==> src/logic/mix_search_pkg.sv <==
`default_nettype none

package mix_search_pkg;

  ////////////////////
  // widths

  localparam int SAMPLE_W = 16;             // adc capture word
  localparam int REF_W    = 48;             // sine/cosine table word
  localparam int PROD_W   = SAMPLE_W + REF_W;
  localparam int ADDR_W   = 9;
  localparam int PHASE_W  = 12;
  localparam int SUM_W    = PROD_W + 10;    // guard bits for 1024 beats

  ////////////////////
  // scalar types

  typedef logic signed [SAMPLE_W-1:0] sample_t;
  typedef logic signed [REF_W-1:0]    ref_t;
  typedef logic signed [PROD_W-1:0]   prod_t;
  typedef logic        [ADDR_W-1:0]   addr_t;
  typedef logic        [PHASE_W-1:0]  phase_t;
  typedef logic signed [SUM_W-1:0]    sum_t;

  ////////////////////
  // bundles

  // one mixed beat, both channels share the framing
  typedef struct packed {
    logic  valid;
    logic  sof;
    logic  eof;
    prod_t sine_prod;
    prod_t cosine_prod;
  } mix_beat_t;

  typedef struct packed {
    logic valid;                            // one cycle per frame
    sum_t sum;
  } frame_sum_t;

  typedef struct packed {
    phase_t max_pos;
    phase_t min_pos;
  } extremum_t;

endpackage

`default_nettype wire

==> src/logic/product_accumulator.sv <==
`timescale 1ns/100ps
`default_nettype none

module product_accumulator (
  input  wire                         alg_clk,
  input  wire                         alg_rst_n,
  input  wire                         beat_valid,
  input  wire                         beat_sof,
  input  wire                         beat_eof,
  input  wire mix_search_pkg::prod_t  prod,
  output mix_search_pkg::frame_sum_t  frame_sum
);

  mix_search_pkg::sum_t acc;
  mix_search_pkg::sum_t acc_next;
  mix_search_pkg::sum_t total;
  logic                 total_valid;
  logic                 frame_open;         // between sof and eof

  // sof starts over from this product alone
  assign acc_next = beat_sof ? mix_search_pkg::sum_t'(prod)
                             : acc + mix_search_pkg::sum_t'(prod);

  always_ff @(posedge alg_clk)
  begin
    if (beat_valid)
      acc <= acc_next;
    if (beat_valid && beat_eof)
      total <= acc_next;                    // includes the last beat
  end

  always_ff @(posedge alg_clk or negedge alg_rst_n)
  begin
    if (!alg_rst_n)
    begin
      total_valid <= 1'b0;
      frame_open  <= 1'b0;
    end
    else
    begin
      total_valid <= beat_valid & beat_eof;
      if (beat_valid && beat_eof)
        frame_open <= 1'b0;
      else if (beat_valid && beat_sof)
        frame_open <= 1'b1;
    end
  end

  assign frame_sum = mix_search_pkg::frame_sum_t'{valid: total_valid, sum: total};

  // a new frame may not start before the previous one closed
  sof_in_closed_frame: assert property (@(posedge alg_clk) disable iff (!alg_rst_n)
    beat_valid && beat_sof |-> !frame_open);

endmodule

`default_nettype wire

==> config.mk <==
export PLATFORM = sky130hd
export DESIGN_NAME = product_accumulator
export DESIGN_NICKNAME = d
export VERILOG_FILES = /design/src/logic/mix_search_pkg.sv /design/src/logic/product_accumulator.sv
export SDC_FILE = /design/constraint.sdc
export NUM_CORES = 1
export LEC_CHECK = 0
export ABC_CLOCK_PERIOD_IN_PS = 9000
export BUFFER_PORTS_ARGS = -buffer_cell sky130_fd_sc_hd__buf_2
export CORE_MARGIN = 2
export CORE_UTILIZATION = 40
export CTS_CLUSTER_SIZE = 30
export DETAILED_ROUTE_END_ITERATION = 10
export GPL_TIMING_DRIVEN = 0
export PLACE_DENSITY_LB_ADDON = 0.3
export SYNTH_ARGS = -nofsm -noshare
export SYNTH_HDL_FRONTEND = slang
export SYNTH_SLANG_ARGS = --single-unit
==> constraint.sdc <==
create_clock -name alg_clk -period 9 [get_ports alg_clk]
set_input_delay 2.25 -clock alg_clk [delete_from_list [all_inputs] [get_ports alg_clk]]
set_output_delay 2.25 -clock alg_clk [all_outputs]
set_load 0.005 [all_outputs]
==> results of run 1 <==
per-stage QoR:
| step | power, mW | instance area [sq um] |
|---|---|---|
| CTS | 2.41 | 11500 |
| global route | 2.54 | 11500 |
| floorplan | 1.46 | 9730 |
| finish | 2.40 | 11500 |
| global placement | 1.65 | 10800 |
| detailed placement | 1.66 | 10900 |
cell type report:
class | count | area [sq um] | share of cell area (%)
Sequential cell | 149 | 4470 | 38.9
Inverter | 18 | 67.6 | 0.587
Timing Repair Buffer | 144 | 761 | 6.61
Clock buffer | 18 | 439 | 3.82
Multi-Input combinational cell | 738 | 4880 | 42.4
Tap cell | 324 | 405 | 3.52
Buffer | 47 | 313 | 2.72
Clock inverter | 14 | 166 | 1.45
layer usage:
metal	share of wire, %	wire length (um)
met2	44	10800
met4	2.3	550
met3	5.4	1310
met5	0.086	21
met1	48	11600
worst max-delay path, delay by kind of cell:
| family | cells | cell delay (ns) |
|---|---|---|
| AO/OA/AOI/OAI | 7 | 1.79 |
| buffers and inverters | 1 | 0.11 |
| AND/OR/NAND/NOR | 3 | 0.77 |
| adder cells (fa/ha/maj) | 2 | 0.63 |
final timing paths:
check                                      start  depth (start not counted)                     to
worst max register to register  acc[0]$_DFFE_PP_                         12      acc[72]$_DFFE_PP_
worst min-delay path            acc[0]$_DFFE_PP_                          2     total[0]$_DFFE_PP_
worst max-delay path                     prod[0]                         13      acc[72]$_DFFE_PP_
worst min register to register  acc[0]$_DFFE_PP_                          2     total[0]$_DFFE_PP_
max in group asynchronous              alg_rst_n                          1  total_valid$_DFF_PN0_
min in group asynchronous              alg_rst_n                          1  total_valid$_DFF_PN0_
placed cells by master, fill, tap and decap left out, types with 11 or more instances in the layout:
cell type                   netlist  layout
sky130_fd_sc_hd__a21o_1          42      42
sky130_fd_sc_hd__a21oi_1         79      79
sky130_fd_sc_hd__a31oi_1         11      11
sky130_fd_sc_hd__buf_2            6     147
sky130_fd_sc_hd__clkbuf_1        24      24
sky130_fd_sc_hd__clkbuf_16        0      17
sky130_fd_sc_hd__edfxtp_1       148     148
sky130_fd_sc_hd__ha_1            73      73
sky130_fd_sc_hd__inv_1           17      17
sky130_fd_sc_hd__nand2_1        126     126
sky130_fd_sc_hd__nand3_1         15      15
sky130_fd_sc_hd__nand4_1         24      24
sky130_fd_sc_hd__nor2_1          42      42
sky130_fd_sc_hd__nor3_1          21      21
sky130_fd_sc_hd__o21ai_0         68      68
sky130_fd_sc_hd__o21ai_1         35      35
sky130_fd_sc_hd__o21bai_1        14      14
sky130_fd_sc_hd__xnor2_1         37      37
sky130_fd_sc_hd__xor2_1          29      29
state kept, by name (all words and copies together) (netlist names):
| register | flops |
|---|---|
| acc | 74 |
| total | 74 |
| total_valid | 1 |
power groups by stage:
stage / clock network [mW] / registers [mW] / logic [mW]
3_3_place_gp: 0 / 0.913 / 0.740
5_1_grt: 0.784 / 0.905 / 0.845
3_5_place_dp: 0 / 0.911 / 0.748
2_1_floorplan: 0 / 0.912 / 0.546
4_1_cts: 0.760 / 0.899 / 0.755
6_report: 0.746 / 0.898 / 0.755
cells by family (layout without fill, tap and decap cells):
kind of cell / Yosys count / count (layout) / synth area share (%)
flip-flops: 149 / 149 / 45.9
adder cells (fa/ha/maj): 74 / 74 / 9.59
multiplexers: 3 / 3 / 0.347
AND/OR/NAND/NOR: 268 / 268 / 12.9
buffers and inverters: 65 / 241 / 3.91
AO/OA/AOI/OAI: 327 / 327 / 21.4
XOR/XNOR: 66 / 66 / 5.94
==> tab_implementation.tex, run 1 <==
\begin{tabular}{lr}
\hline
Metric & Value \\
\hline
\multicolumn{2}{l}{\textbf{Synthesis}} \\
Number of enable-type register cells in the synthesized netlist & 148 \\
Most area-hungry cell type in the Yosys netlist & sky130\_fd\_sc\_hd\_\_edfxtp\_1 \\
Number of storage elements in the synthesis netlist & 149 \\
Share of async-settable or async-resettable flops after synthesis & 0.671\% \\
Number of distinct standard cells referenced by the synthesized netlist & 79 \\
Yosys warning count & 0 \\
Synthesized netlist cell count & 952 \\
Post-synth design cell area & 9730 sq um \\
Flip-flop cell with the highest count after synthesis & sky130\_fd\_sc\_hd\_\_edfxtp\_1 \\
Most frequent cell after synthesis & sky130\_fd\_sc\_hd\_\_edfxtp\_1 \\
Dominant cells by area after synthesis & sky130\_fd\_sc\_hd\_\_edfxtp\_1 (46\%), sky130\_fd\_sc\_hd\_\_ha\_1 (9.4\%), sky130\_fd\_sc\_hd\_\_nand2\_1 (4.9\%) \\
Net count after synthesis & 1095 \\
Share of Yosys cell area claimed by the top area cell type & 45.7\% \\
Most frequent cells after synthesis & sky130\_fd\_sc\_hd\_\_edfxtp\_1 (148), sky130\_fd\_sc\_hd\_\_nand2\_1 (126), sky130\_fd\_sc\_hd\_\_a21oi\_1 (79) \\
Synthesized area per cell & 10.2 sq um \\
Post-synthesis sequential area ratio & 45.9\% \\
\multicolumn{2}{l}{\textbf{Setup path}} \\
Worst reg2reg setup slack & 5.18 ns \\
Worst setup SP type & primary input \\
Critical path class & in2reg \\
Data arrival time of the worst path & 5.56 ns \\
Critical Path Slowest Stage Cell & sky130\_fd\_sc\_hd\_\_nor3\_1 \\
Crit-path max FO & 4 \\
Sequence of cells on the critical path & buf\_2 > ha\_1 > fa\_1 > a21o\_1 > a31oi\_1 > or4\_1 > a21oi\_2 > nor3\_1 > o21a\_1 > o21ai\_2 > a21oi\_1 > nor4b\_1 > a311o\_1 \\
Data required time at the worst endpoint & 9.17 ns \\
Critical path capture point type & flop \\
Critical path's largest stage delay & 0.47 ns \\
\multicolumn{2}{l}{\textbf{Global routing}} \\
Met3 routing resource usage after global routing & 4.36\% \\
Largest net degree at the start of global routing & 57 \\
Wire length of the first global-routing pass & 38800 um \\
Initial antenna violation count & 2 \\
GRT Total Usage & 19.0\% \\
Global routing usage on met1 & 25.9\% \\
Number of global-route vias before repair & 7602 \\
Overflow after GRT & 0 \\
Met2 track demand over resource in global routing & 30.1\% \\
GR peak layer & met2 \\
\multicolumn{2}{l}{\textbf{STA}} \\
Number of hold violations in the final report & 0 \\
Unrepaired setup endpoints after global routing & no \\
Final Max Tran Viols & 0 \\
Max-Slew Margin vs Limit & 54.6\% \\
Maximum frequency from static timing analysis & 0.186 GHz \\
Final worst-path setup slack & 3.61 ns \\
Tightest Pin Transition & 0.681 ns \\
Final setup vio count & 0 \\
Post-route clock skew & 0.00929 ns \\
Ratio of final minimum period to clock period & 59.8\% \\
Final min period & 5.39 ns \\
Tightest hold margin & 0.704 ns \\
Setup TNS Final & 0 ns \\
\multicolumn{2}{l}{\textbf{Layout}} \\
Number of filler instances in the final layout & 2338 \\
Synth-to-layout area growth & 18.2\% \\
Proportion of layout cells with a drive suffix above 1 & 20.4\% \\
Cell Count, Final, Fillers Out & 1452 \\
Net count reported at finish & 1258 \\
Final core utilization & 47.7\% \\
Inserted Diodes & 0 \\
\multicolumn{2}{l}{\textbf{Placement}} \\
Final estimated routing congestion in global placement & 0.891 \\
Inst Count DP & 1420 \\
Post-DP HPWL & 18100 um \\
Number of port buffers & 142 \\
Setup WS pre-CTS & 3.19 ns \\
\multicolumn{2}{l}{\textbf{Floorplanning}} \\
Floorplan die width & 160 um \\
Placeable Area & 24100 sq um \\
Row cnt & 57 \\
Io pins & 144 \\
Effective utilization at floorplan & 40.4\% \\
Die Y & 160 um \\
Overall die area & 25600 sq um \\
\multicolumn{2}{l}{\textbf{Drt}} \\
Drc violations & 0 \\
Drt first pass iters & 5 \\
Vias per cell & 5.40 \\
Average routed wire per standard cell & 16.7 um \\
Count of antenna-violating nets left after detailed routing & 0 \\
Via count & 7840 \\
Violation count after the first detailed-route iteration & 358 \\
Total Wirelength & 24300 um \\
\multicolumn{2}{l}{\textbf{CTS}} \\
Max Buffers Root-to-Sink & 2 \\
CTS buffer count & 17 \\
H-tree depth reported by CTS & 4 \\
Hold-fix buffers at CTS & 0 \\
Sinks on Clock Net & 149 \\
TritonCTS clock tree & yes \\
Clock insertion delay at the later pin of the skew report & 0.44 ns \\
Resize count post-CTS & 0 \\
Clock transition at path regs & 0.06 ns \\
Number of buffers inserted to repair setup after CTS & 0 \\
CTS root buf & sky130\_fd\_sc\_hd\_\_clkbuf\_16 \\
\multicolumn{2}{l}{\textbf{Pwr}} \\
IR Drop Worst-Case VDD & 0.0000873 V \\
Share of total power consumed by net switching & 33.1\% \\
Pint & 1.61 mW \\
Power density normalized to cell area & 209 nW/um\^{}2 \\
Part of the power in the clock network & 31.1\% \\
Leak Pwr & 4.72 nW \\
Sw Pwr & 0.793 mW \\
Part of the power in combinational logic & 31.5\% \\
Relative contribution of sequential cells to total power & 37.4\% \\
\multicolumn{2}{l}{\textbf{Run}} \\
Max-cap violations & 0 \\
\multicolumn{2}{l}{\textbf{Min path}} \\
Worst hold path class & reg2reg \\
\multicolumn{2}{l}{\textbf{Run status}} \\
Outcome & finished clean \\
\hline
\end{tabular}
Power figures use the tool's default switching activity.
==> run 2: changes to the inputs <==
--- a/config.mk
+++ b/config.mk
@@ -5,7 +5,7 @@
 export SDC_FILE = /design/constraint.sdc
 export NUM_CORES = 1
 export LEC_CHECK = 0
-export ABC_CLOCK_PERIOD_IN_PS = 9000
+export ABC_CLOCK_PERIOD_IN_PS = 4300
 export BUFFER_PORTS_ARGS = -buffer_cell sky130_fd_sc_hd__buf_2
 export CORE_MARGIN = 2
 export CORE_UTILIZATION = 40
==> constraint.sdc (replaced) <==
create_clock -name alg_clk -period 4.3 [get_ports alg_clk]
set_input_delay 1.075 -clock alg_clk [delete_from_list [all_inputs] [get_ports alg_clk]]
set_output_delay 1.075 -clock alg_clk [all_outputs]
set_load 0.005 [all_outputs]
==> run 2 against run 1 <==
Against the previous run: setup slack worse by 3.3 ns; clock-buffer cell count unchanged; die area unchanged; sequential cell count unchanged; power up 110%; design area about the same; critical endpoint unchanged; largest cell class unchanged.
==> tab_implementation.tex, run 2 (synthesis results as in run 1) <==
\begin{tabular}{lr}
\hline
Metric & Value \\
\hline
\multicolumn{2}{l}{\textbf{Layout}} \\
Regs by FF count & acc x74, total x74, total\_valid x1 \\
Multi-input combinational cell area & 4890 sq um \\
Net count reported at finish & 1258 \\
Final core utilization & 47.8\% \\
Most common library cell in the layout ignoring fill and taps & sky130\_fd\_sc\_hd\_\_edfxtp\_1 \\
Commonest non-fill, non-tap cells in the layout & sky130\_fd\_sc\_hd\_\_edfxtp\_1 (148), sky130\_fd\_sc\_hd\_\_buf\_2 (147), sky130\_fd\_sc\_hd\_\_nand2\_1 (126) \\
Synth-to-layout area growth & 18.3\% \\
Final cell area excluding filler cells & 11500 sq um \\
Cell Count, Final, Fillers Out & 1452 \\
Area of all sequential standard cells & 4470 sq um \\
Proportion of layout cells with a drive suffix above 1 & 20.6\% \\
Number of filler instances in the final layout & 2338 \\
Inserted Diodes & 0 \\
\multicolumn{2}{l}{\textbf{STA}} \\
Final min period & 4.02 ns \\
Tightest Pin Transition & 0.678 ns \\
Number of hold violations in the final report & 0 \\
Post-route clock skew & 0.00965 ns \\
Final Max Tran Viols & 0 \\
Maximum frequency from static timing analysis & 0.249 GHz \\
Final worst-path setup slack & 0.278 ns \\
Final setup vio count & 0 \\
Unrepaired setup endpoints after global routing & no \\
Max-Slew Margin vs Limit & 54.8\% \\
Ratio of final minimum period to clock period & 93.5\% \\
\multicolumn{2}{l}{\textbf{Placement}} \\
Post-place instance area & 10900 sq um \\
Number of port buffers & 142 \\
Setup WS pre-CTS & -0.337 ns \\
Final estimated routing congestion in global placement & 0.891 \\
Post-DP HPWL & 18100 um \\
Inst Count DP & 1420 \\
\multicolumn{2}{l}{\textbf{Floorplanning}} \\
Floorplan die width & 160 um \\
Row cnt & 57 \\
Die Y & 160 um \\
Effective utilization at floorplan & 40.4\% \\
Placeable Area & 24100 sq um \\
Overall die area & 25600 sq um \\
Io pins & 144 \\
\multicolumn{2}{l}{\textbf{CTS}} \\
Hold-fix buffers at CTS & 0 \\
Clock insertion delay at the later pin of the skew report & 0.44 ns \\
CTS buffer count & 17 \\
TritonCTS clock tree & yes \\
H-tree depth reported by CTS & 4 \\
Clock transition at path regs & 0.07 ns \\
Sinks on Clock Net & 149 \\
Max Buffers Root-to-Sink & 2 \\
Number of buffers inserted to repair setup after CTS & 0 \\
CTS root buf & sky130\_fd\_sc\_hd\_\_clkbuf\_16 \\
Resize count post-CTS & 0 \\
\multicolumn{2}{l}{\textbf{Setup path}} \\
FF-to-FF End & total[49]\$\_DFFE\_PP\_ \\
Worst reg2reg setup slack & 0.67 ns \\
Critical path capture point type & flop \\
Data required time at the worst endpoint & 4.47 ns \\
Crit-path max FO & 4 \\
Worst setup SP type & primary input \\
Critical path class & in2reg \\
Depth of the worst register-to-register path & 11 \\
Launching point of the worst reg2reg path & acc[20]\$\_DFFE\_PP\_ \\
Data arrival time of the worst path & 4.19 ns \\
\multicolumn{2}{l}{\textbf{Global routing}} \\
Largest net degree at the start of global routing & 57 \\
GRT Total Usage & 19.0\% \\
Wire length of the first global-routing pass & 38800 um \\
Number of global-route vias before repair & 7602 \\
Overflow after GRT & 0 \\
Initial antenna violation count & 2 \\
\multicolumn{2}{l}{\textbf{Run status}} \\
Outcome & finished clean \\
\multicolumn{2}{l}{\textbf{Drt}} \\
Drt first pass iters & 5 \\
Vias per cell & 5.40 \\
Average routed wire per standard cell & 16.8 um \\
Count of antenna-violating nets left after detailed routing & 0 \\
Violation count after the first detailed-route iteration & 351 \\
Via count & 7838 \\
Drc violations & 0 \\
Total Wirelength & 24300 um \\
\multicolumn{2}{l}{\textbf{Pwr}} \\
Power density normalized to cell area & 436 nW/um\^{}2 \\
IR Drop Worst-Case VDD & 0.000183 V \\
Leak Pwr & 4.72 nW \\
\multicolumn{2}{l}{\textbf{Run}} \\
Max-cap violations & 0 \\
\multicolumn{2}{l}{\textbf{Min path}} \\
Worst hold path class & in2async \\
\hline
\end{tabular}
## run 2: changes by cell type in the layout (fill, tap and decap cells not counted)
cell                       previous run  this run
sky130_fd_sc_hd__a211oi_1             9         8
sky130_fd_sc_hd__a211oi_2             1         2
sky130_fd_sc_hd__nor3_1              21        20
sky130_fd_sc_hd__nor3_2               0         1
## run 2: report_power, final
part | internal [mW] | total (mW) | switching [mW] | leakage (nW)
combinational | 0.640 | 1.58 | 0.944 | 2.99
clock | 0.888 | 1.56 | 0.673 | 0.288
sequential | 1.83 | 1.88 | 0.0459 | 1.45
## run 2: how the worst max path moves through the flow
stage / slack [ns] / start / cells after the start / endpoint
floorplan: 0.49 / prod[0] / 12 / acc[72]$_DFFE_PP_
global placement: -1.43 / beat_valid / 2 / total[38]$_DFFE_PP_
detailed placement: -0.34 / prod[0] / 13 / total[72]$_DFFE_PP_
CTS: 0.10 / prod[0] / 13 / acc[72]$_DFFE_PP_
global route: 0.06 / prod[11] / 13 / acc[49]$_DFFE_PP_
finish: 0.28 / prod[0] / 13 / acc[72]$_DFFE_PP_
## run 2: per-stage QoR
step / setup TNS (ns) / power [mW] / hold WS [ns]
after detailed placement: -2.31 / 3.47 / 0.690
after global placement: -108.59 / 3.46 / 0.663
after floorplan: 0 / 3.05 / 0.650
after global routing: 0 / 5.31 / 0.381
after CTS: 0 / 5.05 / 0.384
final: 0 / 5.02 / 0.396
## run 2: final cells by class
type / count / area share (%)
multi-input combinational: 738 / 42.5
sequential: 149 / 38.8
timing repair buffer: 144 / 6.61
clock buffer: 18 / 3.81
tap: 324 / 3.52
buffer: 47 / 2.72
clock inverter: 14 / 1.45
inverter: 18 / 0.587
## run 2: critical path: stages
cell                      delay, ns
sky130_fd_sc_hd__buf_2         0.11
sky130_fd_sc_hd__ha_1          0.22
sky130_fd_sc_hd__fa_1          0.41
sky130_fd_sc_hd__a21o_1        0.23
sky130_fd_sc_hd__a31oi_1       0.24
sky130_fd_sc_hd__or4_1         0.21
sky130_fd_sc_hd__a21oi_2       0.11
sky130_fd_sc_hd__nor3_2        0.31
sky130_fd_sc_hd__o21a_1        0.36
sky130_fd_sc_hd__o21ai_2       0.17
sky130_fd_sc_hd__a21oi_1       0.29
sky130_fd_sc_hd__nor4b_1       0.09
sky130_fd_sc_hd__a311o_1       0.36
## run 2: routing by layer
metal | track usage, % | vias up | wire (um) | share of wire [%]
met3 | 4.36 | 48 | 1350 | 5.5
met4 | 6.43 | 4 | 539 | 2.2
met1 | 25.9 | 3641 | 11600 | 48
li1 | - | 3935 | - | -
met2 | 30.1 | 210 | 10800 | 44
met5 | 0 | - | 21 | 0.086
==> run 3: changes to the inputs <==
--- a/config.mk
+++ b/config.mk
@@ -13,6 +13,8 @@
 export DETAILED_ROUTE_END_ITERATION = 10
 export GPL_TIMING_DRIVEN = 0
 export PLACE_DENSITY_LB_ADDON = 0.3
+export RECOVER_POWER = 50
+export SKIP_LAST_GASP = 1
 export SYNTH_ARGS = -nofsm -noshare
 export SYNTH_HDL_FRONTEND = slang
 export SYNTH_SLANG_ARGS = --single-unit
==> run 3 against run 2 <==
Against the previous run: the run now ends with max-capacitance violations, max-slew violations left; worst hold slack hardly changed; combinational power hardly changed; register-to-register slack about the same; first-iteration DRC count up 10%; wire length decreased by 0.25%; sequential power about the same; sequential cell count is the same; clock skew fell by 0.00061 ns; critical path type unchanged; critical endpoint unchanged; largest cell class unchanged.
==> tab_implementation.tex, run 3 (synthesis results as in run 1) <==
\begin{tabular}{lr}
\hline
Metric & Value \\
\hline
\multicolumn{2}{l}{\textbf{CTS}} \\
H-tree depth reported by CTS & 4 \\
Sinks on Clock Net & 149 \\
CTS root buf & sky130\_fd\_sc\_hd\_\_clkbuf\_16 \\
Clock transition at path regs & 0.07 ns \\
TritonCTS clock tree & yes \\
Number of buffers inserted to repair setup after CTS & 0 \\
Clock insertion delay at the later pin of the skew report & 0.44 ns \\
Resize count post-CTS & 0 \\
Hold-fix buffers at CTS & 0 \\
Max Buffers Root-to-Sink & 2 \\
CTS buffer count & 17 \\
\multicolumn{2}{l}{\textbf{Global routing}} \\
Largest net degree at the start of global routing & 57 \\
Wire length of the first global-routing pass & 38800 um \\
Initial antenna violation count & 2 \\
Number of global-route vias before repair & 7602 \\
GRT Total Usage & 19.0\% \\
Overflow after GRT & 0 \\
\multicolumn{2}{l}{\textbf{STA}} \\
Ratio of final minimum period to clock period & 93.7\% \\
Maximum frequency from static timing analysis & 0.248 GHz \\
Final setup vio count & 0 \\
Number of hold violations in the final report & 0 \\
Tightest hold margin & 0.396 ns \\
Final Max Tran Viols & 93 \\
Tightest Pin Transition & 1.59 ns \\
Final min period & 4.03 ns \\
Max-Slew Margin vs Limit & -6.33\% \\
Unrepaired setup endpoints after global routing & no \\
Post-route clock skew & 0.00904 ns \\
\multicolumn{2}{l}{\textbf{Layout}} \\
Final cell area excluding filler cells & 11400 sq um \\
Commonest non-fill, non-tap cells in the layout & sky130\_fd\_sc\_hd\_\_edfxtp\_1 (148), sky130\_fd\_sc\_hd\_\_nand2\_1 (126), sky130\_fd\_sc\_hd\_\_buf\_2 (124) \\
Net count reported at finish & 1258 \\
Most common library cell in the layout ignoring fill and taps & sky130\_fd\_sc\_hd\_\_edfxtp\_1 \\
Number of filler instances in the final layout & 2351 \\
Inserted Diodes & 0 \\
Proportion of layout cells with a drive suffix above 1 & 18.4\% \\
Regs by FF count & acc x74, total x74, total\_valid x1 \\
Synth-to-layout area growth & 17.6\% \\
\multicolumn{2}{l}{\textbf{Setup path}} \\
Launching point of the worst reg2reg path & acc[20]\$\_DFFE\_PP\_ \\
Depth of the worst register-to-register path & 11 \\
Critical path's largest stage delay & 0.41 ns \\
Data arrival time of the worst path & 4.20 ns \\
Worst reg2reg setup slack & 0.67 ns \\
Critical Path Slowest Stage Cell & sky130\_fd\_sc\_hd\_\_fa\_1 \\
Crit-path max FO & 4 \\
Total buffers and inverters traversed by the critical path & 1 \\
Critical path class & in2reg \\
FF-to-FF End & total[49]\$\_DFFE\_PP\_ \\
Cell family contributing the most delay on the critical path & compound AO/OA/AOI/OAI gates \\
Data required time at the worst endpoint & 4.47 ns \\
Worst setup SP type & primary input \\
Critical path capture point type & flop \\
Sequence of cells on the critical path & buf\_2 > ha\_1 > fa\_1 > a21o\_1 > a31oi\_1 > or4\_1 > a21oi\_2 > nor3\_2 > o21a\_1 > o21ai\_2 > a21oi\_1 > nor4b\_1 > a311o\_1 \\
\multicolumn{2}{l}{\textbf{Placement}} \\
Final estimated routing congestion in global placement & 0.891 \\
Post-place instance area & 10900 sq um \\
Number of port buffers & 142 \\
Post-DP HPWL & 18100 um \\
\multicolumn{2}{l}{\textbf{Drt}} \\
Drt first pass iters & 5 \\
Vias per cell & 5.38 \\
Count of antenna-violating nets left after detailed routing & 0 \\
Drc violations & 0 \\
Average routed wire per standard cell & 16.7 um \\
Via count & 7816 \\
Violation count after the first detailed-route iteration & 387 \\
Total Wirelength & 24300 um \\
\multicolumn{2}{l}{\textbf{Run status}} \\
Violations in the final reports & max-capacitance violations, max-slew violations \\
Outcome & complete, but fails checks \\
\multicolumn{2}{l}{\textbf{Pwr}} \\
Pint & 3.35 mW \\
Part of the power in combinational logic & 31.3\% \\
Power density normalized to cell area & 438 nW/um\^{}2 \\
Sw Pwr & 1.66 mW \\
Leak Pwr & 4.64 nW \\
Overall power consumption & 5.01 mW \\
Share of total power consumed by net switching & 33.1\% \\
Part of the power in the clock network & 31.1\% \\
IR Drop Worst-Case VDD & 0.000183 V \\
Relative contribution of sequential cells to total power & 37.5\% \\
\multicolumn{2}{l}{\textbf{Floorplanning}} \\
Die Y & 160 um \\
Floorplan die width & 160 um \\
Overall die area & 25600 sq um \\
Placeable Area & 24100 sq um \\
Row cnt & 57 \\
Effective utilization at floorplan & 40.4\% \\
Io pins & 144 \\
\multicolumn{2}{l}{\textbf{Min path}} \\
Worst hold path class & in2async \\
\multicolumn{2}{l}{\textbf{Run}} \\
Max-cap violations & 2 \\
\hline
\end{tabular}
## run 3: changes by cell type in the layout (fill, tap and decap cells not counted), moves of 2 or more
cell                       before  now
sky130_fd_sc_hd__clkbuf_1      24   46
sky130_fd_sc_hd__buf_1          0    2
sky130_fd_sc_hd__clkbuf_4       0    2
sky130_fd_sc_hd__buf_4          4    2
sky130_fd_sc_hd__buf_2        147  124
## run 3: worst max path at each step
stage | start | to | cells after the start
6_report | prod[0] | acc[72]$_DFFE_PP_ | 13
5_1_grt | prod[11] | acc[49]$_DFFE_PP_ | 13
4_1_cts | prod[0] | acc[72]$_DFFE_PP_ | 13
3_5_place_dp | prod[0] | total[72]$_DFFE_PP_ | 13
3_3_place_gp | beat_valid | total[38]$_DFFE_PP_ | 2
2_1_floorplan | prod[0] | acc[72]$_DFFE_PP_ | 12
## run 3: layer usage
| metal | vias up | part of all wire (%) | global-route usage, % |
|---|---|---|---|
| met5 | - | 0.087 | 0 |
| met1 | 3611 | 48 | 25.9 |
| li1 | 3938 | - | - |
| met2 | 218 | 44 | 30.1 |
| met4 | 4 | 2.2 | 6.43 |
| met3 | 45 | 5.6 | 4.36 |
## run 3: per-stage QoR
| stage | setup TNS, ns | std cells | setup slack, ns | util (%) |
|---|---|---|---|---|
| after floorplan | 0 | 952 | 0.493 | - |
| after global placement | -108.59 | 1418 | -1.43 | 45.0 |
| after detailed placement | -2.31 | 1420 | -0.337 | 45.2 |
| after CTS | 0 | 1452 | 0.104 | 47.7 |
| after global routing | 0 | 1452 | 0.0555 | 47.5 |
| final | 0 | 1452 | 0.273 | 47.5 |
## run 3: worst reg2reg max path: cells and delay by family (launching register included)
kind / cells / cell delay (ns)
adder cells (fa/ha/maj): 1 / 0.36
flip-flops: 1 / 0.38
AO/OA/AOI/OAI: 9 / 2.41
AND/OR/NAND/NOR: 1 / 0.26
## run 3: area by class of cell
type	instances	area (sq um)	area share, %
Tap cell	324	405	3.54
Inverter	18	67.6	0.590
Multi-Input combinational cell	738	4890	42.7
Timing Repair Buffer	144	693	6.06
Clock buffer	18	439	3.84
Sequential cell	149	4470	39.1
Clock inverter	14	166	1.45
Buffer	47	313	2.73
## run 3: power by group through the flow
stage	logic, mW	clock network (mW)	registers, mW
5_1_grt	1.76	1.64	1.90
4_1_cts	1.58	1.59	1.88
3_5_place_dp	1.56	0	1.91
3_3_place_gp	1.55	0	1.91
6_report	1.57	1.56	1.88
2_1_floorplan	1.14	0	1.91
